==> config.mk <==
export PLATFORM = sky130hd
export DESIGN_NAME = ifmap_buffer
export DESIGN_NICKNAME = d
export VERILOG_FILES = /design/src/hw/conv_pkg.sv /design/src/hw/ifmap_buffer.sv
export VERILOG_INCLUDE_DIRS = /design/src /design/src/hw
export SDC_FILE = /design/constraint.sdc
export NUM_CORES = 1
export LEC_CHECK = 0
export ABC_AREA = 1
export BUFFER_PORTS_ARGS = -buffer_cell sky130_fd_sc_hd__clkbuf_2
export CELL_PAD_IN_SITES_DETAIL_PLACEMENT = 1
export CELL_PAD_IN_SITES_GLOBAL_PLACEMENT = 1
export CORE_ASPECT_RATIO = 0.7
export CORE_UTILIZATION = 35
export DETAILED_ROUTE_END_ITERATION = 8
export PLACE_DENSITY = 0.64
export SETUP_SLACK_MARGIN = 0.5
export SLEW_MARGIN = 5
export SYNTH_ARGS = -nofsm -noshare
export SYNTH_HDL_FRONTEND = slang
export SYNTH_SLANG_ARGS = --single-unit
export TNS_END_PERCENT = 5
==> constraint.sdc <==
create_clock -name clk -period 8.4 [get_ports clk]
set_clock_uncertainty 0.05 [all_clocks]
set_input_delay 1.68 -clock clk [delete_from_list [all_inputs] [get_ports clk]]
set_output_delay 1.68 -clock clk [all_outputs]
set_load 0.005 [all_outputs]
==> src/hw/conv_defines.svh <==
`ifndef CONV_DEFINES_SVH
`define CONV_DEFINES_SVH

// pe grid is ARRAY_DIM x ARRAY_DIM, rows are input channels
`define ARRAY_DIM 4

`define IFMAP_WIDTH 16
`define WEIGHT_WIDTH 16
`define OFMAP_WIDTH 32

// vectors per ifmap bank
`define BANK_VECTORS 8

`endif
==> src/hw/conv_pkg.sv <==
`include "conv_defines.svh"

package conv_pkg;

  // one word per input channel
  typedef logic [`ARRAY_DIM-1:0][`IFMAP_WIDTH-1:0] ifmap_vec_t;

  // weights of one input channel, one per output channel
  typedef logic [`ARRAY_DIM-1:0][`WEIGHT_WIDTH-1:0] weight_row_t;

  typedef logic [`ARRAY_DIM-1:0][`OFMAP_WIDTH-1:0] psum_vec_t; // by output channel

  typedef enum logic [1:0] {
    IDLE,
    PRELOAD,
    STREAM,
    DRAIN
  } seq_state_e;

endpackage

==> src/hw/ifmap_buffer.sv <==
`timescale 1ns/1ps
`include "conv_defines.svh"

module ifmap_buffer (
  input  logic                              clk,
  input  logic                              rst_n,
  input  logic [`IFMAP_WIDTH-1:0]           ifmap_dat,
  input  logic                              ifmap_vld,
  input  logic [$clog2(`BANK_VECTORS)-1:0]  vec_idx,
  input  logic                              bank_release,
  output logic                              ifmap_rdy,
  output logic                              bank_full,
  output conv_pkg::ifmap_vec_t              vector
);

  localparam int WORD_W = $clog2(`ARRAY_DIM);
  localparam int VEC_W  = $clog2(`BANK_VECTORS);

  conv_pkg::ifmap_vec_t mem [2][`BANK_VECTORS];
  conv_pkg::ifmap_vec_t pack_q;
  conv_pkg::ifmap_vec_t pack_nxt;
  logic [WORD_W-1:0]    word_cnt;
  logic [VEC_W-1:0]     vec_cnt;
  logic                 wr_bank;
  logic                 rd_bank;
  logic [1:0]           full;
  logic                 take;
  logic                 vec_done;

  assign ifmap_rdy = ~(full[0] & full[1]);
  assign take      = ifmap_vld & ifmap_rdy;
  assign vec_done  = take & (word_cnt == WORD_W'(`ARRAY_DIM - 1));

  // vector including the word arriving now
  always_comb begin
    pack_nxt = pack_q;
    pack_nxt[word_cnt] = ifmap_dat;
  end

  always_ff @(posedge clk) begin
    if (take) pack_q <= pack_nxt;
    if (vec_done) mem[wr_bank][vec_cnt] <= pack_nxt;
  end

  always_ff @(posedge clk or negedge rst_n) begin
    if (!rst_n) begin
      word_cnt <= '0;
      vec_cnt  <= '0;
      wr_bank  <= 1'b0;
      rd_bank  <= 1'b0;
      full     <= '0;
    end else begin
      if (vec_done) word_cnt <= '0;
      else if (take) word_cnt <= word_cnt + 1'b1;
      if (bank_release) begin
        full[rd_bank] <= 1'b0;
        rd_bank <= ~rd_bank;
      end
      if (vec_done) begin
        if (vec_cnt == VEC_W'(`BANK_VECTORS - 1)) begin
          vec_cnt <= '0;
          full[wr_bank] <= 1'b1; // bank complete, hand over
          wr_bank <= ~wr_bank;
        end else begin
          vec_cnt <= vec_cnt + 1'b1;
        end
      end
    end
  end

  assign bank_full = full[rd_bank]; // oldest bank
  assign vector    = mem[rd_bank][vec_idx];

endmodule

==> impl_metrics.tcl, run 1 <==
set metrics [dict create \
    worst_r2r_startpoint "word_cnt[0]" \
    pin_count 89 \
    synth_nets 4388 \
    synth_fa_ha_area_frac 0.00161 \
    hold_path_depth 2 \
    drive_above_1_share 0.0799 \
    power.density_mw_per_mm2 292 \
    seq_area_frac_synth 0.704 \
    grt_max_degree 144 \
    cp-startpoint "vec_idx[0]" \
    layout_common_cells "1408 x nand2_1, 1088 x edfxtp_1, 774 x inv_1" \
    via_count 30777 \
    synth_top_family_by_area "simple AND/OR/NAND/NOR gates" \
    slew_headroom 0.193 \
    synth-edff-count 1088 \
    final_antenna_net_count 0 \
    globalplace.congestion 0.732 \
    fill_cells 14479 \
    cts_resized 0 \
    drt-total-wl_microns 139000 \
    grt_usage 0.206 \
    setup.worst_path.end_class "primary output" \
    crit_type "in2out" \
    nNetsFinal 4424 \
    finalInstanceArea_sq_mm 0.0523 \
    finalSetupViolCount 0 \
    r2r_end "mem[1][223]" \
    die_x_microns 439 \
    tns_ns 0 \
    synth_compound_area_frac 0.000964 \
    tightest_slew_ns 1.21 \
    cts_root_buffer "clkbuf_16" \
    synthMuxAreaShare 0.0116 \
    irDropWorstVdd_uv 205 \
    avgViaCountPerCell 4.94 \
    holdWs_ns 0.499 \
    cp.arrival_ns 4.26 \
    yosysTopAreaCellShare 0.699 \
    fin_ws_ns 2.41 \
    die_y_microns 308 \
    start_util 0.355 \
    rsz0062_at_grt "false" \
    drv_cap 0 \
    netlist_area_sq_mm 0.0467 \
    avgSynthCellArea_sq_um 10.7 \
    hold_violations 0 \
    drcViolationCount 0 \
    row_count 111 \
    min_from "full[0]" \
    ys_types 18 \
    grt_pass1_vias 31724 \
    htree_num_levels 3 \
    synth_area_leaders "edfxtp_1 70%, nand2_1 11%, nand3_1 8.2%, inv_1 6.2%, buf_2 1.5%" \
    async_flop_share 0.00820 \
    synthSimpleGateAreaFrac 0.197 \
    yosysTopAreaCell "edfxtp_1" \
    slew_violations 0 \
    cts_tree "yes" \
    route.detailed.wl_per_inst_microns 22.2 \
    reg2reg_depth 9 \
    worstPathMaxFanout 143 \
    postCtsHoldBufs 0 \
    core_region_area_sq_mm 0.132 \
    clock_path_buffers 3 \
    cts.sinks 1097 \
    synth_seq_cells 1097 \
    cp-start-kind "input pin" \
    yosys_warnings 0 \
    post-dp-hpwl_microns 72000 \
    hold_path_class "reg2reg" \
    first_iter_violations 2423 \
    grt_first_pass_wirelength_microns 206000 \
    io_buffers 88 \
    leakagePower_nw 21.7 \
    first_pass_iters 5 \
    synthCells 4359 \
    synth-main-ff-cell "edfxtp_1" \
    cp_data_required_time_ns 6.67 \
    cts_setup_buffers 0 \
    grt_overflow 0 \
    die_area_sq_mm 0.135 \
    placed_cell_area_sq_mm 0.0490 \
    cts.clk_slew.worst_paths_ns 0.06 \
    synth_xor_xnor_area_share 0.000375 \
    r2r_slack_ns 4.35 \
    place_ws_ns 2.39 \
    antenna_found_initial 2 \
    numCtsBuffers 104 \
    final_common_cell "nand2_1" \
    worst_hold_path.endpoint "full[0]" \
    outcome "complete, no violations" \
    area_growth_pct 11.9 \
    final.min_clock_period_ns 5.99 \
    clkLatencyLatePin_ns 0.73 \
    fmax_mhz 167 \
    fin_crit_sh 0.713 \
]
==> cell type report <==
cell class	count	area (sq um)	area share
sequential	1097	32900	0.629
multi-input combinational	2260	9990	0.191
inverter	781	2960	0.0565
clock buffer	139	2740	0.0525
tap	1751	2190	0.0419
timing repair buffer	151	995	0.0190
clock inverter	51	532	0.0102
antenna	2	5.00	0.0000957
==> Yosys cell counts, types with 6 or more instances <==
library cell / number
buf_2: 136
ha_1: 6
nor3_1: 16
nand3_1: 769
edfxtp_1: 1088
inv_1: 777
dfrtp_1: 9
o21ai_0: 9
nand2_1: 1408
clkbuf_1: 59
mux2_2: 48
buf_1: 24
==> report_power, final <==
part	internal, W	total (W)	leakage, nW	switching (W)
Sequential	0.00689	0.00700	9.95	0.000109
Combinational	0.000854	0.00362	10.2	0.00276
Clock	0.00255	0.00467	1.59	0.00212
==> worst max path at each step <==
stage,end,slack [ns],depth (start not counted)
3_5_place_dp,vector[62],2.39,8
2_1_floorplan,mem[0][384],1.33,4
3_3_place_gp,vector[62],2.41,8
6_report,vector[2],2.41,8
5_1_grt,vector[27],2.25,8
4_1_cts,vector[62],2.39,8
==> logic make-up after synthesis <==
| logic type | Yosys count |
|---|---|
| compound gates | 9 |
| flops | 1097 |
| simple gates | 2195 |
| fa+ha+maj | 6 |
| mux | 48 |
| xor+xnor | 2 |
| buf+inv | 1002 |
==> metal layers <==
metal  up-vias  routed length (microns)  share of wire  GRT usage
met3       189                     6760          0.049     0.0315
met1     15693                    63600           0.46      0.285
met4         0                     3240          0.023     0.0508
li1      14222                        -              -          -
met5         -                        0              0          0
met2       673                    65000           0.47      0.337
==> stage by stage <==
stage	util	total power (W)	std cells
3_5_place_dp	0.372	0.0108	6040
2_1_floorplan	-	0.00946	4359
4_1_cts	0.397	0.0154	6230
5_1_grt	0.397	0.0160	6230
3_3_place_gp	0.372	0.0107	6040
6_report	0.397	0.0153	6232
==> sequential cells by signal (all words and copies together), names as in the netlist <==
| register | cells |
|---|---|
| full | 2 |
| mem | 1024 |
| pack_q | 64 |
| rd_bank | 1 |
| vec_cnt | 3 |
| word_cnt | 2 |
| wr_bank | 1 |
==> critical path, cell delays in order <==
cell and delay (ns):
buf_8 0.25, inv_8 0.84, buf_4 0.57, nand3_1 0.15, nand3_1 0.12, nand3_1 0.12
nand2_1 0.18, clkbuf_2 0.14
Note: power is estimated with default switching activity, not from simulation.
==> inputs of run 2 (changes only) <==
==> constraint.sdc (replaced) <==
create_clock -name clk -period 5.82 [get_ports clk]
set_clock_uncertainty 0.05 [all_clocks]
set_input_delay 1.164 -clock clk [delete_from_list [all_inputs] [get_ports clk]]
set_output_delay 1.164 -clock clk [all_outputs]
set_load 0.005 [all_outputs]
==> run 2 against run 1 <==
Flip-flop and latch count stayed put. Highest routed layer is now met5. Setup slack worse by 1.4 ns. Via count is 0.68% higher. Utilization is 0.23 points higher.
==> impl_metrics.tcl, run 2 (synthesis gave the netlist of run 1 again) <==
set metrics [dict create \
    outcome "complete, no violations" \
    cp_top_family "buffers and inverters" \
    cp.arrival_ns 3.61 \
    path_depth 8 \
    slew_headroom 0.220 \
    die_area_sq_mm 0.135 \
    row_count 111 \
    largest_reg_flops 1024 \
    die_y_microns 308 \
    finalNonFillerCells 6246 \
    path_buf_inv 3 \
    start_util 0.355 \
    r2r_end "mem[0][174]" \
    die_x_microns 439 \
    fmax_mhz 207 \
    place_ws_ns 1.40 \
    slew_violations 0 \
    pin_count 89 \
    final.min_clock_period_ns 4.82 \
    power.density_mw_per_mm2 423 \
    avgViaCountPerCell 4.96 \
    final_common_cell "nand2_1" \
    io_buffers 88 \
    crit_type "reg2out" \
    cts.sinks 1097 \
    first_iter_violations 2558 \
    worstPathMaxFanout 121 \
    tightest_slew_ns 1.17 \
    route.detailed.wl_per_inst_microns 22.4 \
    grt_usage 0.207 \
    grt_overflow 0 \
    finalSetupViolCount 0 \
    area_growth_pct 12.6 \
    leakagePower_nw 21.9 \
    clkLatencyLatePin_ns 0.73 \
    clock_path_buffers 3 \
    drv_cap 0 \
    hold_violations 0 \
    drive_above_1_share 0.0839 \
    largestRegisters "mem (1024), pack_q (64), vec_cnt (3)" \
    worstSetupEndpoint "vector[39]" \
    irDropWorstVdd_uv 361 \
    cp_data_required_time_ns 4.61 \
    grt_first_pass_wirelength_microns 207000 \
    grt_max_degree 193 \
    dp.cells 6045 \
    cts_tree "yes" \
    htree_num_levels 3 \
    layout_common_cells "1408 x nand2_1, 1088 x edfxtp_1, 774 x inv_1" \
    r2r_slack_ns 2.18 \
    reg2reg_depth 7 \
    crit_path_top_delay_cell "buf_4" \
    placed_cell_area_sq_mm 0.0492 \
    antenna_found_initial 6 \
    finalInstanceArea_sq_mm 0.0526 \
    cp-start-kind "register" \
    crit_path_cell_trace "buf_12 > buf_4 > nand2_1 > nand3_1 > nand3_1 > nand3_1 > nand2_1 > clkbuf_2" \
    max_flop_register "mem" \
    cts.clk_slew.worst_paths_ns 0.06 \
    cts_root_buffer "clkbuf_16" \
    cts_setup_buffers 0 \
    postCtsHoldBufs 0 \
    final_util 0.400 \
    drcViolationCount 0 \
    globalplace.congestion 0.738 \
    cpMostUsedCell "nand3_1" \
    max_stage_delay_ns 0.72 \
    grt_pass1_vias 31868 \
    cts_resized 0 \
    rsz0062_at_grt "false" \
    cp-startpoint "rd_bank" \
    power_w 0.0223 \
    fin_ws_ns 0.999 \
    worst_r2r_startpoint "word_cnt[1]" \
    nNetsFinal 4434 \
    first_pass_iters 9 \
    final_antenna_net_count 0 \
    fin_crit_sh 0.828 \
    core_region_area_sq_mm 0.132 \
    setup.worst_path.end_class "primary output" \
    hold_path_class "in2async" \
    via_count 30986 \
    drt-total-wl_microns 140000 \
    fill_cells 14436 \
    post-dp-hpwl_microns 72300 \
    numCtsBuffers 109 \
]
==> run 2: metrics by stage <==
stage,hold slack (ns),TNS (ns)
finish,0.266,0
global route,0.257,0
CTS,0.218,0
detailed placement,0.554,0
global placement,0.539,0
floorplan,0.442,-752.77
==> run 2: layout make-up <==
type / instances / area [sq um] / area share
flip-flops and latches: 1097 / 32900 / 0.625
multi-input cells: 2260 / 9990 / 0.190
inverters: 781 / 2960 / 0.0562
clock buffers: 133 / 2840 / 0.0540
well taps: 1751 / 2190 / 0.0416
repair buffers: 156 / 1180 / 0.0225
clock inverters: 65 / 553 / 0.0105
diodes: 3 / 7.51 / 0.000143
==> run 2: how the worst min path moves through the flow <==
| stage | start | end | slack [ns] | depth (start not counted) |
|---|---|---|---|---|
| 2_1_floorplan | full[1] | full[1] | 0.44 | 2 |
| 3_3_place_gp | vec_cnt[0] | vec_cnt[0] | 0.54 | 3 |
| 3_5_place_dp | vec_cnt[0] | vec_cnt[0] | 0.55 | 2 |
| 4_1_cts | rst_n | full[1] | 0.22 | 1 |
| 5_1_grt | rst_n | full[0] | 0.26 | 1 |
| 6_report | rst_n | full[1] | 0.27 | 1 |
==> run 2: routing by layer <==
metal  track usage  vias to the layer above  routed length [microns]
met5             0                        -                       13
met4        0.0538                        2                     2920
met3        0.0302                      179                     6530
met2         0.338                      672                    65500
met1         0.290                    15874                    64700
li1              -                    14259                        -
==> run 2: where the power goes <==
part	switching, W	total, W	internal, W
clock	0.00312	0.00689	0.00378
combinational	0.00404	0.00531	0.00127
sequential	0.000129	0.0101	0.00994
total	0.00728	0.0223	0.0150
