### src/hw/conv_defines.svh
`ifndef CONV_DEFINES_SVH
`define CONV_DEFINES_SVH

// pe grid is ARRAY_DIM x ARRAY_DIM, rows are input channels
`define ARRAY_DIM 4

`define IFMAP_WIDTH 16
`define WEIGHT_WIDTH 16
`define OFMAP_WIDTH 32

// vectors per ifmap bank
`define BANK_VECTORS 8

`endif
### src/hw/conv_pkg.sv
`include "conv_defines.svh"

package conv_pkg;

  // one word per input channel
  typedef logic [`ARRAY_DIM-1:0][`IFMAP_WIDTH-1:0] ifmap_vec_t;

  // weights of one input channel, one per output channel
  typedef logic [`ARRAY_DIM-1:0][`WEIGHT_WIDTH-1:0] weight_row_t;

  typedef logic [`ARRAY_DIM-1:0][`OFMAP_WIDTH-1:0] psum_vec_t; // by output channel

  typedef enum logic [1:0] {
    IDLE,
    PRELOAD,
    STREAM,
    DRAIN
  } seq_state_e;

endpackage

### src/hw/tile_sequencer.sv
`timescale 1ns/1ps
`include "conv_defines.svh"

module tile_sequencer (
  input  logic                              clk,
  input  logic                              rst_n,
  input  logic                              bank_full,
  input  logic                              tile_full,
  input  logic                              busy,
  output logic [$clog2(`BANK_VECTORS)-1:0]  vec_idx,
  output logic [$clog2(`ARRAY_DIM)-1:0]     row_idx,
  output logic                              weight_load,
  output logic                              vec_vld,
  output logic                              advance,
  output logic                              bank_release,
  output logic                              tile_release
);

  localparam int VEC_W        = $clog2(`BANK_VECTORS);
  localparam int ROW_W        = $clog2(`ARRAY_DIM);
  localparam int DRAIN_CYCLES = 2 * `ARRAY_DIM;
  localparam int CNT_W        = $clog2(`BANK_VECTORS > DRAIN_CYCLES ?
                                       `BANK_VECTORS : DRAIN_CYCLES);

  conv_pkg::seq_state_e state;
  logic [CNT_W-1:0]     cnt; // rows, vectors or drain cycles

  always_ff @(posedge clk or negedge rst_n) begin
    if (!rst_n) begin
      state <= conv_pkg::IDLE;
      cnt   <= '0;
    end else begin
      case (state)
        conv_pkg::IDLE: begin
          cnt <= '0;
          if (bank_full && tile_full) state <= conv_pkg::PRELOAD;
        end
        conv_pkg::PRELOAD: begin // one weight row per cycle
          if (cnt == CNT_W'(`ARRAY_DIM - 1)) begin
            state <= conv_pkg::STREAM;
            cnt   <= '0;
          end else begin
            cnt <= cnt + 1'b1;
          end
        end
        conv_pkg::STREAM: begin
          if (advance) begin
            if (cnt == CNT_W'(`BANK_VECTORS - 1)) begin
              state <= conv_pkg::DRAIN;
              cnt   <= '0;
            end else begin
              cnt <= cnt + 1'b1;
            end
          end
        end
        conv_pkg::DRAIN: begin
          if (advance) begin
            if (cnt == CNT_W'(DRAIN_CYCLES - 1)) begin
              state <= conv_pkg::IDLE;
              cnt   <= '0;
            end else begin
              cnt <= cnt + 1'b1;
            end
          end
        end
        default: state <= conv_pkg::IDLE;
      endcase
    end
  end

  assign advance      = ~busy; // serializer full stalls everything
  assign weight_load  = (state == conv_pkg::PRELOAD);
  assign row_idx      = cnt[ROW_W-1:0];
  assign vec_idx      = cnt[VEC_W-1:0];
  assign vec_vld      = (state == conv_pkg::STREAM) & advance;
  // last result leaves the array in this cycle
  assign bank_release = (state == conv_pkg::DRAIN) & advance &
                        (cnt == CNT_W'(DRAIN_CYCLES - 1));
  assign tile_release = bank_release;

endmodule

### config.mk
export PLATFORM = sky130hd
export DESIGN_NAME = tile_sequencer
export DESIGN_NICKNAME = d
export VERILOG_FILES = /design/src/hw/conv_pkg.sv /design/src/hw/tile_sequencer.sv
export VERILOG_INCLUDE_DIRS = /design/src /design/src/hw
export SDC_FILE = /design/constraint.sdc
export NUM_CORES = 1
export LEC_CHECK = 0
export BUFFER_PORTS_ARGS = -buffer_cell sky130_fd_sc_hd__buf_2
export CAP_MARGIN = 30
export CELL_PAD_IN_SITES_DETAIL_PLACEMENT = 0
export CELL_PAD_IN_SITES_GLOBAL_PLACEMENT = 1
export CORE_AREA = 2 2 39 41
export DETAILED_ROUTE_END_ITERATION = 6
export DIE_AREA = 0 0 41 43
export PLACE_DENSITY = 0.66
export SLEW_MARGIN = 5
export SYNTH_ARGS = -nofsm -noshare
export SYNTH_HDL_FRONTEND = slang
export SYNTH_SLANG_ARGS = --single-unit
### constraint.sdc
create_clock -name clk -period 2.2 [get_ports clk]
set_input_delay 0.33 -clock clk [delete_from_list [all_inputs] [get_ports clk]]
set_output_delay 0.33 -clock clk [all_outputs]
set_load 0.05 [all_outputs]
==> results of run 1 <==
-- power breakdown --
| group | switching (mW) | leakage (nW) | internal, mW |
|---|---|---|---|
| Combinational | 0.330 | 0.200 | 0.164 |
| Sequential | 0.0443 | 0.0632 | 0.134 |
| Clock | 0.0332 | 0.0150 | 0.0683 |
-- synth_stat cells --
cell type  n  share of area, %
o31ai_1    1               1.9
inv_1      5               4.8
o21a_1     1               1.9
mux2i_1    1               2.5
o21ai_1    3               3.8
or4_1      1               1.9
nor3b_1    1               1.9
nor2_1     4               3.8
ha_1       7                22
nor2b_1    1               1.6
dfrtp_1    5                32
a21oi_1    2               2.5
a21boi_1   1               1.9
mux2_1     1               2.9
buf_4      3               5.7
nand2b_1   1               1.6
o311ai_0   1               2.2
nand2_1    5               4.8
-- worst max-delay path, stage by stage, from the launching register on --
cell     delay (ps)
dfrtp_1         420
ha_1            190
nand2_1         100
nor3b_4         180
buf_2           280
-- worst max-delay path by stage --
stage,from,end,cells past startpoint
2_1_floorplan,vec_idx[0],tile_release,4
3_3_place_gp,state[0],state[1],6
3_5_place_dp,state[0],state[1],6
4_1_cts,vec_idx[0],bank_release,4
5_1_grt,vec_idx[0],bank_release,4
6_report,vec_idx[0],bank_release,4
-- final cells by class --
class	instances	area, um^2	area share [%]
repair buffers	15	80.1	15.8
well taps	16	20.0	3.94
inverters	5	18.8	3.69
multi-input cells	31	238	46.8
flip-flops and latches	5	125	24.6
clock buffers	4	26.3	5.17
-- flip-flops by register name, indices dropped and copies added, names as in the netlist --
name	flops
state	2
vec_idx	3
-- logic make-up after synthesis --
group | after synthesis
AOI/OAI and AO/OA | 9
DFF | 5
muxes | 2
buffers and inverters | 8
and+or+nand+nor | 13
adders and majority gates | 7
-- layer usage --
layer  vias up  GRT usage (%)  routed length [um]
met5         -              0                   0
met1       149           10.7                 330
met3         0           7.85                  47
li1        178              -                   -
met2        10           15.6                 338
met4         0              0                   0
-- metrics by stage --
| step | power [mW] | hold WS, ps |
|---|---|---|
| final | 0.773 | 436 |
| after detailed placement | 0.683 | 151 |
| after global routing | 0.855 | 451 |
| after CTS | 0.791 | 430 |
| after floorplan | 0.594 | 34.4 |
| after global placement | 0.686 | 149 |
==> flow_summary.json, run 1 <==
{
  "outcome": "complete, no violations",
  "synth_fa_ha_area_share_pct": 22.3,
  "mostFrequentLayoutCells": "buf_2 (14), ha_1 (7), inv_1 (5), nand2_1 (5), dfrtp_1 (5)",
  "regToRegSetupSlack_ps": 540,
  "timing.rr.start": "state[0]",
  "muxShareOfSynthArea_pct": 5.41,
  "num-nets-final": 73,
  "slew_viol_final": 0,
  "clockRootBuffer": "clkbuf_4",
  "fin_tns_setup_ps": 0,
  "fp.dieW_um": 41,
  "critPathMaxFanout": 6,
  "period_share_pct": 79.4,
  "max_cap_violations": 0,
  "synth_cell_types": 18,
  "fin_crit_ps": 1750,
  "syn_to_final_growth_pct": 29.3,
  "place.gp.congestion": 0.718,
  "syn_inst": 44,
  "worst_clock_skew_ps": 2.41,
  "gr-total-overflow": 0,
  "route.detailed.drc": 0,
  "dr.pass1.iters": 4,
  "cts_buffers": 3,
  "cts_resized": 0,
  "avgViaCountPerCell": 4.43,
  "place_ws_ps": 525,
  "synth_compound_area_share_pct": 14.3,
  "worstPathRequired_ps": 1870,
  "power_density_nw_per_um2": 1520,
  "ys_seq_area_share_pct": 31.8,
  "synthXorXnorAreaFrac_pct": 0,
  "grt_pass1_vias": 313,
  "setup_viol": 0,
  "core-area_um2": 1380,
  "cts.sinks": 5,
  "cts_tree": "built",
  "place_area_um2": 472,
  "fillCellCount": 153,
  "insertion_delay_ps": 230,
  "drt_wl_total_um": 716,
  "relSlewSlack_pct": 75.6,
  "final_common_cell": "buf_2",
  "grt.total_usage_pct": 9.86,
  "antenna_found_initial": 0,
  "layout_setup_ws_ps": 453,
  "cp-start-kind": "flip-flop",
  "syn_nets": 56,
  "layout.cells.non_filler": 76,
  "hold_violations": 0,
  "hold_path.class": "primary input to asynchronous set/reset pin",
  "syn-cell-area_um2": 393,
  "dp_hpwl_um": 623,
  "avgSynthCellArea_um2": 8.93,
  "post-place-cells": 71,
  "clock.fmax_mhz": 572,
  "final_area_um2": 508,
  "postCtsHoldBufs": 1,
  "rows": 14,
  "post_cts_buffers": 0,
  "cts_buffer_depth": 2,
  "numPortBuffers": 14,
  "grt_pass1_wl_mm": 1.16,
  "start_util_pct": 28.4,
  "grt_max_degree": 8,
  "yosys.area_share.simple_pct": 15.6,
  "postRouteAntennaNets": 0,
  "criticalPathCategory": "flip-flop to primary output",
  "ff2ff_path_depth": 6,
  "final_util_pct": 36.7,
  "power.leakage_nw": 0.278,
  "rsz0062_at_grt": "no",
  "cp-end-kind": "primary output",
  "fp.dieArea_um2": 1760,
  "die_h_um": 43,
  "worstReg2RegEnd": "state[1]",
  "drive_gt1_share_pct": 30.0,
  "pin_count": 15,
  "wire_per_inst_um": 9.42,
  "yosys_warnings": 0,
  "irDropWorstVdd_v": 0.000635,
  "clk_pin_slew_ps": 40,
  "drtIter0Drc": 9,
  "tightest_slew_ps": 362,
  "synth_top_family_by_area": "adder cells",
  "htree_num_levels": 1,
  "cp.arrival_ps": 1420,
  "synth-seq-cells": 5,
  "diodes": 0,
  "routed-via-count": 337
}
(Power assumes the default switching activity.)
==> run 2: changes to the inputs <==
--- a/config.mk
+++ b/config.mk
@@ -10,10 +10,10 @@
 export CAP_MARGIN = 30
 export CELL_PAD_IN_SITES_DETAIL_PLACEMENT = 0
 export CELL_PAD_IN_SITES_GLOBAL_PLACEMENT = 1
-export CORE_AREA = 2 2 39 41
+export CORE_MARGIN = 2
+export CORE_UTILIZATION = 29
 export DETAILED_ROUTE_END_ITERATION = 6
-export DIE_AREA = 0 0 41 43
-export PLACE_DENSITY = 0.66
+export PLACE_DENSITY = 0.68
 export SLEW_MARGIN = 5
 export SYNTH_ARGS = -nofsm -noshare
 export SYNTH_HDL_FRONTEND = slang
==> constraint.sdc (replaced) <==
create_clock -name clk -period 1.5 [get_ports clk]
set_input_delay 0.225 -clock clk [delete_from_list [all_inputs] [get_ports clk]]
set_output_delay 0.225 -clock clk [all_outputs]
set_load 0.05 [all_outputs]
==> run 2 against run 1 <==
Net effect: clock skew rose by 8.6 ps; largest cell class unchanged; critical path depth shrank 1; critical path type unchanged; final area rose by 31%.
==> flow_summary.json, run 2 (synthesis results as in run 1) <==
{
  "outcome": "complete, no violations",
  "place.gp.congestion": 0.770,
  "rsz0062_at_grt": "yes",
  "drtIter0Drc": 4,
  "tightest_slew_ps": 347,
  "max_stage_delay_ps": 440,
  "crit_path_start": "state[1]",
  "place_ws_ps": -71.9,
  "cp-end-kind": "primary output",
  "cp_slowest_cell": "dfrtp_2",
  "fp.dieW_um": 40.8,
  "timing.hold.ws_ps": 317,
  "period_share_pct": 99.8,
  "dr.pass1.iters": 2,
  "max_cap_violations": 0,
  "cts.sinks": 5,
  "diodes": 0,
  "cp.arrival_ps": 1270,
  "wire_per_inst_um": 10.7,
  "die_h_um": 40.8,
  "rows": 13,
  "insertion_delay_ps": 250,
  "drt_wl_total_um": 875,
  "layout_setup_ws_ps": 3.33,
  "criticalPathCategory": "flip-flop to primary output",
  "cp_cell_sequence": "ha_4 > nor3b_4 > buf_6",
  "ff2ff_path_depth": 5,
  "route.detailed.drc": 0,
  "power_density_nw_per_um2": 2230,
  "antenna_found_initial": 0,
  "wl_met2_um": 468,
  "num-nets-final": 80,
  "start_util_pct": 30.6,
  "clockRootBuffer": "clkbuf_4",
  "core-area_um2": 1280,
  "irDropWorstVdd_v": 0.00121,
  "htree_num_levels": 1,
  "wl_met1_um": 381,
  "worst_clock_skew_ps": 11.0,
  "hold_violations": 0,
  "fp.dieArea_um2": 1670,
  "clock.fmax_mhz": 668,
  "routed-via-count": 361,
  "cts_tree": "built",
  "pin_count": 15,
  "seq_area_um2": 131,
  "avgViaCountPerCell": 4.40,
  "setup_viol": 0,
  "clk_pin_slew_ps": 50,
  "drive_gt1_share_pct": 65.7,
  "routed.top_layer": "met3",
  "gr-total-overflow": 0,
  "fillCellCount": 121,
  "grt_pass1_vias": 360,
  "hold_path.class": "primary input to asynchronous set/reset pin",
  "slew_viol_final": 0,
  "cp-start-kind": "flip-flop",
  "critPathMaxFanout": 4,
  "dp_hpwl_um": 685,
  "cts_buffer_depth": 2,
  "syn_to_final_growth_pct": 69.1,
  "timing.rr.start": "state[1]",
  "mostFrequentLayoutCells": "buf_2 (11), buf_4 (6), dfrtp_2 (5)",
  "multi_input_area_um2": 314,
  "worstPathRequired_ps": 1270,
  "relSlewSlack_pct": 76.6,
  "wl_met3_um": 25,
  "worstReg2RegEnd": "state[1]",
  "final_common_cell": "buf_2",
  "final_util_pct": 51.7,
  "regToRegSetupSlack_ps": 10,
  "grt.total_usage_pct": 13.8,
  "postRouteAntennaNets": 0,
  "power.leakage_nw": 0.324,
  "numPortBuffers": 14,
  "fin_crit_ps": 1500,
  "largest_reg_flops": 3,
  "grt_pass1_wl_mm": 1.44,
  "cts_buffers": 3,
  "grt_max_degree": 7
}
==> run 2: stage by stage <==
step | setup TNS, ps | total power, mW | std cells | cell area (um^2)
3_5_place_dp | -71.9 | 1.22 | 76 | 569
3_3_place_gp | -29.4 | 1.22 | 76 | 569
6_report | 0 | 1.48 | 82 | 664
2_1_floorplan | -400 | 0.969 | 44 | 462
5_1_grt | -220 | 1.59 | 82 | 664
4_1_cts | -20.4 | 1.48 | 82 | 657
==> run 2: how the worst max path moves through the flow <==
| stage | slack, ps | cells after the start | endpoint |
|---|---|---|---|
| finish | 3 | 3 | tile_release |
| global route | -50 | 3 | bank_release |
| CTS | -7 | 6 | state[1] |
| detailed placement | -70 | 5 | state[1] |
| global placement | -30 | 5 | state[1] |
| floorplan | -310 | 4 | tile_release |
==> run 2: routing by layer <==
layer	GRT usage, %	vias to the layer above
met5	0	-
met4	12.5	0
met3	3.26	0
met2	21.5	8
met1	15.4	159
li1	-	194
==> run 2: cell type report <==
| cell class | count | area share [%] |
|---|---|---|
| inverters | 5 | 2.82 |
| multi-input cells | 31 | 47.3 |
| flip-flops and latches | 5 | 19.8 |
| clock buffers | 4 | 3.95 |
| well taps | 15 | 2.82 |
| repair buffers | 22 | 23.4 |
==> run 2: where the power goes <==
part,switching (mW),internal [mW]
clock network,0.0616,0.101
logic,0.574,0.442
registers,0.0937,0.207
==> run 2: what timing repair did <==
action	4_1_cts	5_1_grt
hold endpoints to repair	5	0
setup buffers	1	0
hold buffers	1	0
pin swaps	4	3
setup endpoints to repair	5	7
resized for setup	12	4
==> run 2: worst max-delay path, delay by kind of cell (launching register included) <==
family        cells  cell delay [ps]
fa+ha+maj         1              170
flops             1              440
buf+inv           1              190
simple gates      1              220
