[config.mk]
export PLATFORM = sky130hd
export DESIGN_NAME = weight_buffer
export DESIGN_NICKNAME = d
export VERILOG_FILES = /design/src/hw/conv_pkg.sv /design/src/hw/weight_buffer.sv
export VERILOG_INCLUDE_DIRS = /design/src /design/src/hw
export SDC_FILE = /design/constraint.sdc
export NUM_CORES = 1
export LEC_CHECK = 0
export BUFFER_PORTS_ARGS = -buffer_cell sky130_fd_sc_hd__buf_2
export CAP_MARGIN = 20
export CORE_MARGIN = 10
export CORE_UTILIZATION = 37
export DETAILED_ROUTE_END_ITERATION = 16
export HOLD_SLACK_MARGIN = 0.02
export PLACE_DENSITY_LB_ADDON = 0.05
export SKIP_LAST_GASP = 1
export SYNTH_ARGS = -nofsm -noshare
export SYNTH_HDL_FRONTEND = slang
export SYNTH_SLANG_ARGS = --single-unit
[constraint.sdc]
create_clock -name clk -period 20.8 [get_ports clk]
set_input_delay 3.12 -clock clk [delete_from_list [all_inputs] [get_ports clk]]
set_output_delay 3.12 -clock clk [all_outputs]
set_load 0.02 [all_outputs]
[src/hw/conv_defines.svh]
`ifndef CONV_DEFINES_SVH
`define CONV_DEFINES_SVH

// pe grid is ARRAY_DIM x ARRAY_DIM, rows are input channels
`define ARRAY_DIM 4

`define IFMAP_WIDTH 16
`define WEIGHT_WIDTH 16
`define OFMAP_WIDTH 32

// vectors per ifmap bank
`define BANK_VECTORS 8

`endif
[src/hw/conv_pkg.sv]
`include "conv_defines.svh"

package conv_pkg;

  // one word per input channel
  typedef logic [`ARRAY_DIM-1:0][`IFMAP_WIDTH-1:0] ifmap_vec_t;

  // weights of one input channel, one per output channel
  typedef logic [`ARRAY_DIM-1:0][`WEIGHT_WIDTH-1:0] weight_row_t;

  typedef logic [`ARRAY_DIM-1:0][`OFMAP_WIDTH-1:0] psum_vec_t; // by output channel

  typedef enum logic [1:0] {
    IDLE,
    PRELOAD,
    STREAM,
    DRAIN
  } seq_state_e;

endpackage

[src/hw/weight_buffer.sv]
`timescale 1ns/1ps
`include "conv_defines.svh"

module weight_buffer (
  input  logic                           clk,
  input  logic                           rst_n,
  input  logic [`WEIGHT_WIDTH-1:0]       weights_dat,
  input  logic                           weights_vld,
  input  logic [$clog2(`ARRAY_DIM)-1:0]  row_idx,
  input  logic                           tile_release,
  output logic                           weights_rdy,
  output logic                           tile_full,
  output conv_pkg::weight_row_t          weight_row
);

  localparam int N     = `ARRAY_DIM;
  localparam int COL_W = $clog2(N);
  localparam int CNT_W = $clog2(N * N);

  conv_pkg::weight_row_t [N-1:0] fill_q;
  conv_pkg::weight_row_t [N-1:0] fill_nxt;
  conv_pkg::weight_row_t [N-1:0] active;
  conv_pkg::weight_row_t [N-1:0] pending;
  logic [CNT_W-1:0]              word_cnt;
  logic                          act_full;
  logic                          pend_full;
  logic                          take;
  logic                          tile_done;
  logic                          act_free;

  assign weights_rdy = ~(act_full & pend_full);
  assign take        = weights_vld & weights_rdy;
  assign tile_done   = take & (word_cnt == CNT_W'(N * N - 1));
  // active slot is empty, or emptied this cycle with nothing pending
  assign act_free    = ~act_full | (tile_release & ~pend_full);

  always_comb begin
    fill_nxt = fill_q;
    fill_nxt[word_cnt[CNT_W-1:COL_W]][word_cnt[COL_W-1:0]] = weights_dat; // w[i][j]
  end

  always_ff @(posedge clk) begin
    if (take) fill_q <= fill_nxt;
    if (tile_release) active <= pending; // promote
    if (tile_done) begin
      if (act_free) active <= fill_nxt;
      else pending <= fill_nxt;
    end
  end

  always_ff @(posedge clk or negedge rst_n) begin
    if (!rst_n) begin
      word_cnt  <= '0;
      act_full  <= 1'b0;
      pend_full <= 1'b0;
    end else begin
      if (tile_done) word_cnt <= '0;
      else if (take) word_cnt <= word_cnt + 1'b1;
      if (tile_release) begin
        act_full  <= pend_full;
        pend_full <= 1'b0;
      end
      if (tile_done) begin
        if (act_free) act_full <= 1'b1;
        else pend_full <= 1'b1;
      end
    end
  end

  assign tile_full  = act_full;
  assign weight_row = active[row_idx];

endmodule

==> Implementation_results.wiki, run 1 <==
{| class="wikitable"
! Metric !! Value
|-
| Total number of vias || 19000
|-
| Leakage power summed over all cells || around 14 nW
|-
| Type of the setup path with the least slack || in2out
|-
| Cell type with the highest aggregate area in the netlist || sky130_fd_sc_hd__edfxtp_1
|-
| Status || finished clean
|-
| Post-synthesis share of cell area spent on full adders, half adders and majority gates || 0.00154
|-
| Final worst-path setup slack || around 12 ns
|-
| Synth-to-Final Area Change || 12.9%
|-
| Avg WL per Cell || between 20 and 30 um
|-
| Maximum frequency from static timing analysis || 118 MHz
|-
| Max capacitance violation total || 0
|-
| Number of I/O pins || 88
|-
| Buffer depth of the longest clock path || 3
|-
| Fraction of synthesis flops using an asynchronous set or reset pin || 0.00775
|-
| Combinational family with the most area after synthesis || multiplexers
|-
| Number of filler cells placed in the layout || ~8000
|-
| Data arrival time of the critical path || 5.33 ns
|-
| Cell occurring most often along the worst timing path || sky130_fd_sc_hd__buf_4
|-
| Clock latency at the later pin of the worst-skew pair || 0.63 ns
|-
| Die ar. || about 100000 um^2
|-
| Part of the power in the clock network || 0.379
|-
| Worst vdd rail ir drop || roughly 0.065 mV
|-
| Number of instances in the synthesized netlist || between 2000 and 2500
|-
| Yosys warnings || 0
|-
| Sinks on Clock Net || 774
|-
| Type of the worst min-delay path || reg2reg
|-
| Crit Path Max Fanout || 34
|-
| Power density of the placed cells || ~110 nW/um^2
|-
| Detailed-routing iteration count for the pre-antenna-repair pass || 5
|-
| Count of unique library cells instantiated by Yosys || 38
|-
| Worst reg-to-reg path cell count || 4
|-
| Sequential-to-total area share from yosys stat || 0.635
|-
| Main area contributors after synthesis || sky130_fd_sc_hd__edfxtp_1 47%, sky130_fd_sc_hd__dfxtp_1 16%, sky130_fd_sc_hd__mux2_2 8.8%, sky130_fd_sc_hd__o211a_1 7.4%, sky130_fd_sc_hd__o21bai_1 5.5%
|-
| Setup crit start kind || input port
|-
| Number of buffers inserted by hold repair at cts || 0
|-
| Starting utilization of the core area || 0.374
|-
| Synthesized net count || 2147
|-
| Die span in y || ~320 um
|-
| Synthesized flop and latch total || 774
|-
| Total routing usage reported by global routing || 0.178
|-
| Mean Syn Cell Area || between 15 and 20 um^2
|-
| Placed wire-length estimate || around 45000 um
|-
| Internal power contribution || 0.00309 W
|-
| TritonCTS clock tree || yes
|-
| Primary FF master, synth || sky130_fd_sc_hd__edfxtp_1
|-
| Post-synthesis mux area share || 0.138
|-
| CP max stage delay || roughly 0.72 ns
|-
| Total net switching power || between 0.001 and 0.0015 W
|-
| Layout Skew || about 0.025 ns
|-
| Endpoint type of the worst setup path || output pin
|-
| Cell with the most instances after synthesis || sky130_fd_sc_hd__edfxtp_1
|-
| Final net count || roughly 2200
|-
| Initial antenna violation count || 9
|-
| Cell with the largest stage delay on the worst path || sky130_fd_sc_hd__buf_4
|-
| Clock period minus worst slack || 8.45 ns
|-
| Fraction of layout cells with a size suffix above 1 || 0.264
|-
| Worst setup slack before clock tree synthesis || 12.21 ns
|-
| Buffers inserted by post-CTS timing repair || 0
|-
| Setup repair after global routing missed its margin || false
|-
| Final core occ || 0.422
|-
| Number of levels the H-tree was split into || 3
|-
| Xor-xnor portion of the synthesized cell area || 0.000269
|-
| # DRC || 0
|-
| Final count of hold timing violations || 0
|-
| Core Box Area || around 87000 um^2
|-
| Reg power frac || 0.472
|-
| Proportion of netlist area held by the largest area contributor || 0.473
|-
| IO Port Bufs || 87
|-
| Number of enable-type register cells in the synthesized netlist || between 500 and 600
|-
| Max-slew violation count || 0
|-
| Post-synthesis cell area || approximately 33000 um^2
|-
| Number of global-route vias before repair || a little under 20000
|-
| Width of the die || approximately 320 um
|-
| Gp weighted congestion || between 0.7 and 0.8
|-
| Number of gates given a new drive strength after cts || 0
|-
| Setup total negative slack || 0 ns
|-
| Initial drt markers || 1344
|-
| Switching share of power || 0.252
|-
| Least-Margin Pin Slew || roughly 1.3 ns
|-
| Leading post-synthesis cells by instance count || 512 x sky130_fd_sc_hd__edfxtp_1, 256 x sky130_fd_sc_hd__dfxtp_1, 255 x sky130_fd_sc_hd__mux2_2
|-
| Largest net degree at the start of global routing || around 190
|-
| Final-report setup violation count || 0
|-
| CTS clock-pin slew for the worst setup and hold paths || approximately 0.05 ns
|-
| Number of routed nets with antenna violations || 0
|-
| First-pass GRT wire length || ~130000 um
|-
| Synth Area in Compound Gates || 0.135
|-
| Max-slew headroom || 0.146
|-
| Number of rows in the core area || 108
|-
| Hold Path Stages || 1
|-
| Logic gate share of total power || 0.150
|-
| Total Power || roughly 0.0041 W
|-
| Cell-by-cell listing of the critical path || buf_4, buf_4, mux4_2, buf_2
|-
| Post-synthesis simple-gate area fraction || 0.0593
|-
| Aggregate global routing overflow || 0
|-
| TritonCTS Buffers || 90
|-
| Root buffer cell || sky130_fd_sc_hd__clkbuf_16
|-
| Period Utilization, post-route || 0.406
|-
| Crit path required time || 17.68 ns
|-
| Number of vias per cell || ~5.6
|-
| Final WL || around 91000 um
|}
==> state kept, by name (all words and copies together), names as in the netlist <==
| signal | count |
|---|---|
| active | 256 |
| word_cnt | 4 |
| pending | 256 |
| fill_q | 256 |
| tile_full | 1 |
| pend_full | 1 |
==> worst paths after layout <==
kind,from,to,slack (ns)
worst max-delay path,row_idx[0],weight_row[29],12.35
worst min-delay path,active[159],active[159],0.49
worst max register to register,word_cnt[2],pending[52],16.69
worst min register to register,active[159],active[159],0.49
max in group asynchronous,rst_n,pend_full,18.33
min in group asynchronous,rst_n,word_cnt[1],2.31
==> area by class of cell <==
type                       count  area (um^2)  share of cell area
antenna                        1         2.50           0.0000682
tap                         1155         1450              0.0394
multi-input combinational   1133        10900               0.297
sequential                   774        20600               0.563
clock buffer                 136         2570              0.0700
timing repair buffer         110          719              0.0196
inverter                      20         87.6             0.00239
clock inverter                32          345             0.00941
==> stage by stage <==
stage | hold slack, ns | cell area [um^2] | instances
floorplan | 0.438 | 32500 | 2121
global placement | 0.475 | 33700 | 3189
detailed placement | 0.482 | 33700 | 3190
CTS | 0.496 | 36700 | 3358
global route | 0.510 | 36700 | 3360
finish | 0.494 | 36700 | 3361
==> placed cells by master (no fill, tap or decap), types with 35 or more instances in the layout <==
master	count
sky130_fd_sc_hd__o211a_1	240
sky130_fd_sc_hd__edfxtp_1	512
sky130_fd_sc_hd__mux4_2	64
sky130_fd_sc_hd__or3_1	240
sky130_fd_sc_hd__mux2_2	255
sky130_fd_sc_hd__buf_2	85
sky130_fd_sc_hd__o21bai_1	240
sky130_fd_sc_hd__dfxtp_1	256
sky130_fd_sc_hd__clkbuf_16	93
sky130_fd_sc_hd__clkbuf_1	35
==> worst max-delay path, delay by kind of cell <==
kind	cells	cell delay, ns
buffers and inverters	3	1.52
muxes	1	0.65
==> power by group through the flow <==
stage               registers, W  logic [W]  clock network, W
floorplan                0.00193   0.000483                 0
global placement         0.00198   0.000610                 0
detailed placement       0.00198   0.000628                 0
CTS                      0.00195   0.000630           0.00161
global route             0.00196   0.000669           0.00167
finish                   0.00195   0.000619           0.00156
==> layer usage <==
metal | routed length, um | global-route usage | vias up
met4 | 2050 | 0.0480 | 2
met1 | 42300 | 0.249 | 10000
met3 | 4000 | 0.0272 | 116
li1 | - | - | 8400
met5 | 13 | 0 | -
met2 | 42400 | 0.287 | 426
==> logic make-up (layout without fill, tap and decap cells) <==
logic type	Yosys count	after routing
simple gates	290	290
buf+inv	214	298
compound gates	502	502
mux	336	336
other cells	0	1
flops	774	774
fa+ha+maj	4	4
xor+xnor	1	1
(Power assumes the default switching activity.)
==> run 2: changes to the inputs <==
==> constraint.sdc (replaced) <==
create_clock -name clk -period 8.14 [get_ports clk]
set_input_delay 1.221 -clock clk [delete_from_list [all_inputs] [get_ports clk]]
set_output_delay 1.221 -clock clk [all_outputs]
set_load 0.02 [all_outputs]
==> run 2 against run 1 <==
Net effect:
- critical path depth did not move
- sequential share of layout area rose by 0.39 points
- non-clock buffer count rose by 1
- clock power rose by 140%
- first-iteration DRC count fell by 6.5%
- clock-buffer cell count fell by 1
- cell area fell by 0.70%
- die area did not move
- utilization fell by 0.29 points
- critical path type unchanged
- largest power group unchanged
==> Implementation_results.wiki, run 2 (synthesized netlist as in run 1, its figures left out) <==
{| class="wikitable"
! Metric !! Value
|-
| Setup total negative slack || 0 ns
|-
| Crit Path Max Fanout || 35
|-
| Worst setup slack before clock tree synthesis || 3.30 ns
|-
| Root buffer cell || sky130_fd_sc_hd__clkbuf_16
|-
| Final net count || roughly 2200
|-
| Number of filler cells placed in the layout || 7946
|-
| Aggregate global routing overflow || 0
|-
| Width of the die || 317 um
|-
| Least-Margin Pin Slew || around 1.1 ns
|-
| Non-filler instance count after layout || ~3400
|-
| Maximum frequency from static timing analysis || about 210 MHz
|-
| Placed cell count || between 3000 and 4000
|-
| Period Utilization, post-route || 0.579
|-
| CP max stage delay || approximately 0.75 ns
|-
| Starting utilization of the core area || 0.374
|-
| Type of the worst min-delay path || in2async
|-
| Type of the setup path with the least slack || in2out
|-
| Data arrival time of the critical path || ~3.5 ns
|-
| Most frequent standard cell in the layout excluding fill and tap cells || sky130_fd_sc_hd__edfxtp_1
|-
| Number of routed nets with antenna violations || 0
|-
| Number of levels the H-tree was split into || 3
|-
| Die ar. || ~100000 um^2
|-
| Cell with the largest stage delay on the worst path || sky130_fd_sc_hd__buf_4
|-
| Placed wire-length estimate || between 40000 and 50000 um
|-
| Max capacitance violation total || 0
|-
| Layout Skew || around 0.02 ns
|-
| Buffers inserted by post-CTS timing repair || 0
|-
| TritonCTS clock tree || yes
|-
| Final worst-path setup slack || between 3 and 4 ns
|-
| Sinks on Clock Net || about 770
|-
| Die span in y || between 300 and 400 um
|-
| Fraction of layout cells with a size suffix above 1 || 0.257
|-
| Final WL || roughly 90000 um
|-
| Cell-by-cell listing of the critical path || buf_4, buf_4, mux4_2, buf_2
|-
| Number of buffers inserted by hold repair at cts || 0
|-
| Total number of vias || about 19000
|-
| Max-slew headroom || 0.246
|-
| Core Box Area || between 80000 and 90000 um^2
|-
| Final count of hold timing violations || 0
|-
| Leakage power summed over all cells || 14.2 nW
|-
| Setup repair after global routing missed its margin || false
|-
| Detailed-routing iteration count for the pre-antenna-repair pass || 5
|-
| Buffer depth of the longest clock path || 3
|-
| Endpoint type of the worst setup path || output pin
|-
| Number of vias per cell || 5.65
|-
| Number of gates given a new drive strength after cts || 0
|-
| Top Registers || active (256), fill_q (256), pending (256)
|-
| Worst vdd rail ir drop || around 0.19 mV
|-
| TritonCTS Buffers || 86
|-
| CTS clock-pin slew for the worst setup and hold paths || approximately 0.060 ns
|-
| Number of global-route vias before repair || between 15000 and 20000
|-
| IO Port Bufs || between 80 and 90
|-
| First-pass GRT wire length || about 130000 um
|-
| Clock latency at the later pin of the worst-skew pair || 0.63 ns
|-
| Initial drt markers || around 1300
|-
| Synth-to-Final Area Change || 12.1%
|-
| Status || finished clean
|-
| Total routing usage reported by global routing || 0.177
|-
| Max-slew violation count || 0
|-
| Final-report setup violation count || 0
|-
| Cell occurring most often along the worst timing path || sky130_fd_sc_hd__buf_4
|-
| Power density of the placed cells || between 200 and 300 nW/um^2
|-
| Most used cells in the layout excluding fill and tap cells || 512 x sky130_fd_sc_hd__edfxtp_1, 256 x sky130_fd_sc_hd__dfxtp_1, 255 x sky130_fd_sc_hd__mux2_2
|-
| Clock period minus worst slack || 4.71 ns
|-
| Largest net degree at the start of global routing || 169
|-
| Gp weighted congestion || just under 0.7
|-
| Initial antenna violation count || 7
|-
| Setup crit start kind || input port
|-
| Crit path required time || a little under 7 ns
|-
| # DRC || 0
|-
| Number of I/O pins || a little under 90
|-
| Avg WL per Cell || about 27 um
|-
| Number of rows in the core area || 108
|}
run 2: cell count changes in the layout (fill, tap and decap cells not counted), sizes merged:
| cell | before | now |
|---|---|---|
| buf | 110 | 111 |
| bufinv | 7 | 3 |
| clkbuf | 136 | 135 |
| clkinv | 20 | 17 |
| clkinvlp | 3 | 0 |
| inv | 22 | 24 |
run 2: worst max-delay path, delay by kind of cell:
family,cells,cell delay [ns]
multiplexers,1,0.64
buffers and inverters,3,1.59
run 2: area by class of cell:
| type | count | area [um^2] | area share |
|---|---|---|---|
| inverters | 20 | 87.6 | 0.00240 |
| multi-input cells | 1133 | 10900 | 0.299 |
| clock inverters | 24 | 199 | 0.00546 |
| clock buffers | 135 | 2460 | 0.0675 |
| repair buffers | 111 | 719 | 0.0197 |
| flip-flops and latches | 774 | 20600 | 0.566 |
| well taps | 1155 | 1450 | 0.0396 |
| diodes | 1 | 2.50 | 0.0000686 |
run 2: metrics by stage:
step | hold slack, ns | cell area (um^2) | utilization | total power (W)
2_1_floorplan | 0.438 | 32500 | - | 0.00617
3_3_place_gp | 0.475 | 33800 | 0.388 | 0.00662
3_5_place_dp | 0.482 | 33800 | 0.388 | 0.00667
4_1_cts | 0.374 | 36500 | 0.419 | 0.0104
5_1_grt | 0.386 | 36500 | 0.419 | 0.0107
6_report | 0.416 | 36500 | 0.419 | 0.0103
run 2: path summary, 6_finish.rpt:
kind | from | endpoint | slack [ns] | depth (start not counted)
setup / recovery | row_idx[0] | weight_row[26] | 3.43 | 4
hold / removal | rst_n | word_cnt[2] | 0.42 | 1
setup reg to reg | word_cnt[2] | active[151] | 3.85 | 6
hold reg to reg | active[223] | active[223] | 0.49 | 1
max in group asynchronous | rst_n | word_cnt[3] | 7.55 | 1
min in group clk | active[223] | active[223] | 0.49 | 1
run 2: metal layers:
| metal | vias up | routed length [um] | GRT usage |
|---|---|---|---|
| li1 | 8387 | - | - |
| met1 | 10000 | 42100 | 0.243 |
| met2 | 410 | 42100 | 0.287 |
| met3 | 128 | 3730 | 0.0263 |
| met4 | 2 | 2300 | 0.0526 |
| met5 | - | 11 | 0 |
run 2: power by group:
group	switching, W	leakage [nW]	total [W]	internal, W
sequential	0.000220	7.04	0.00497	0.00475
clock	0.00156	1.29	0.00373	0.00217
combinational	0.000835	5.84	0.00159	0.000751
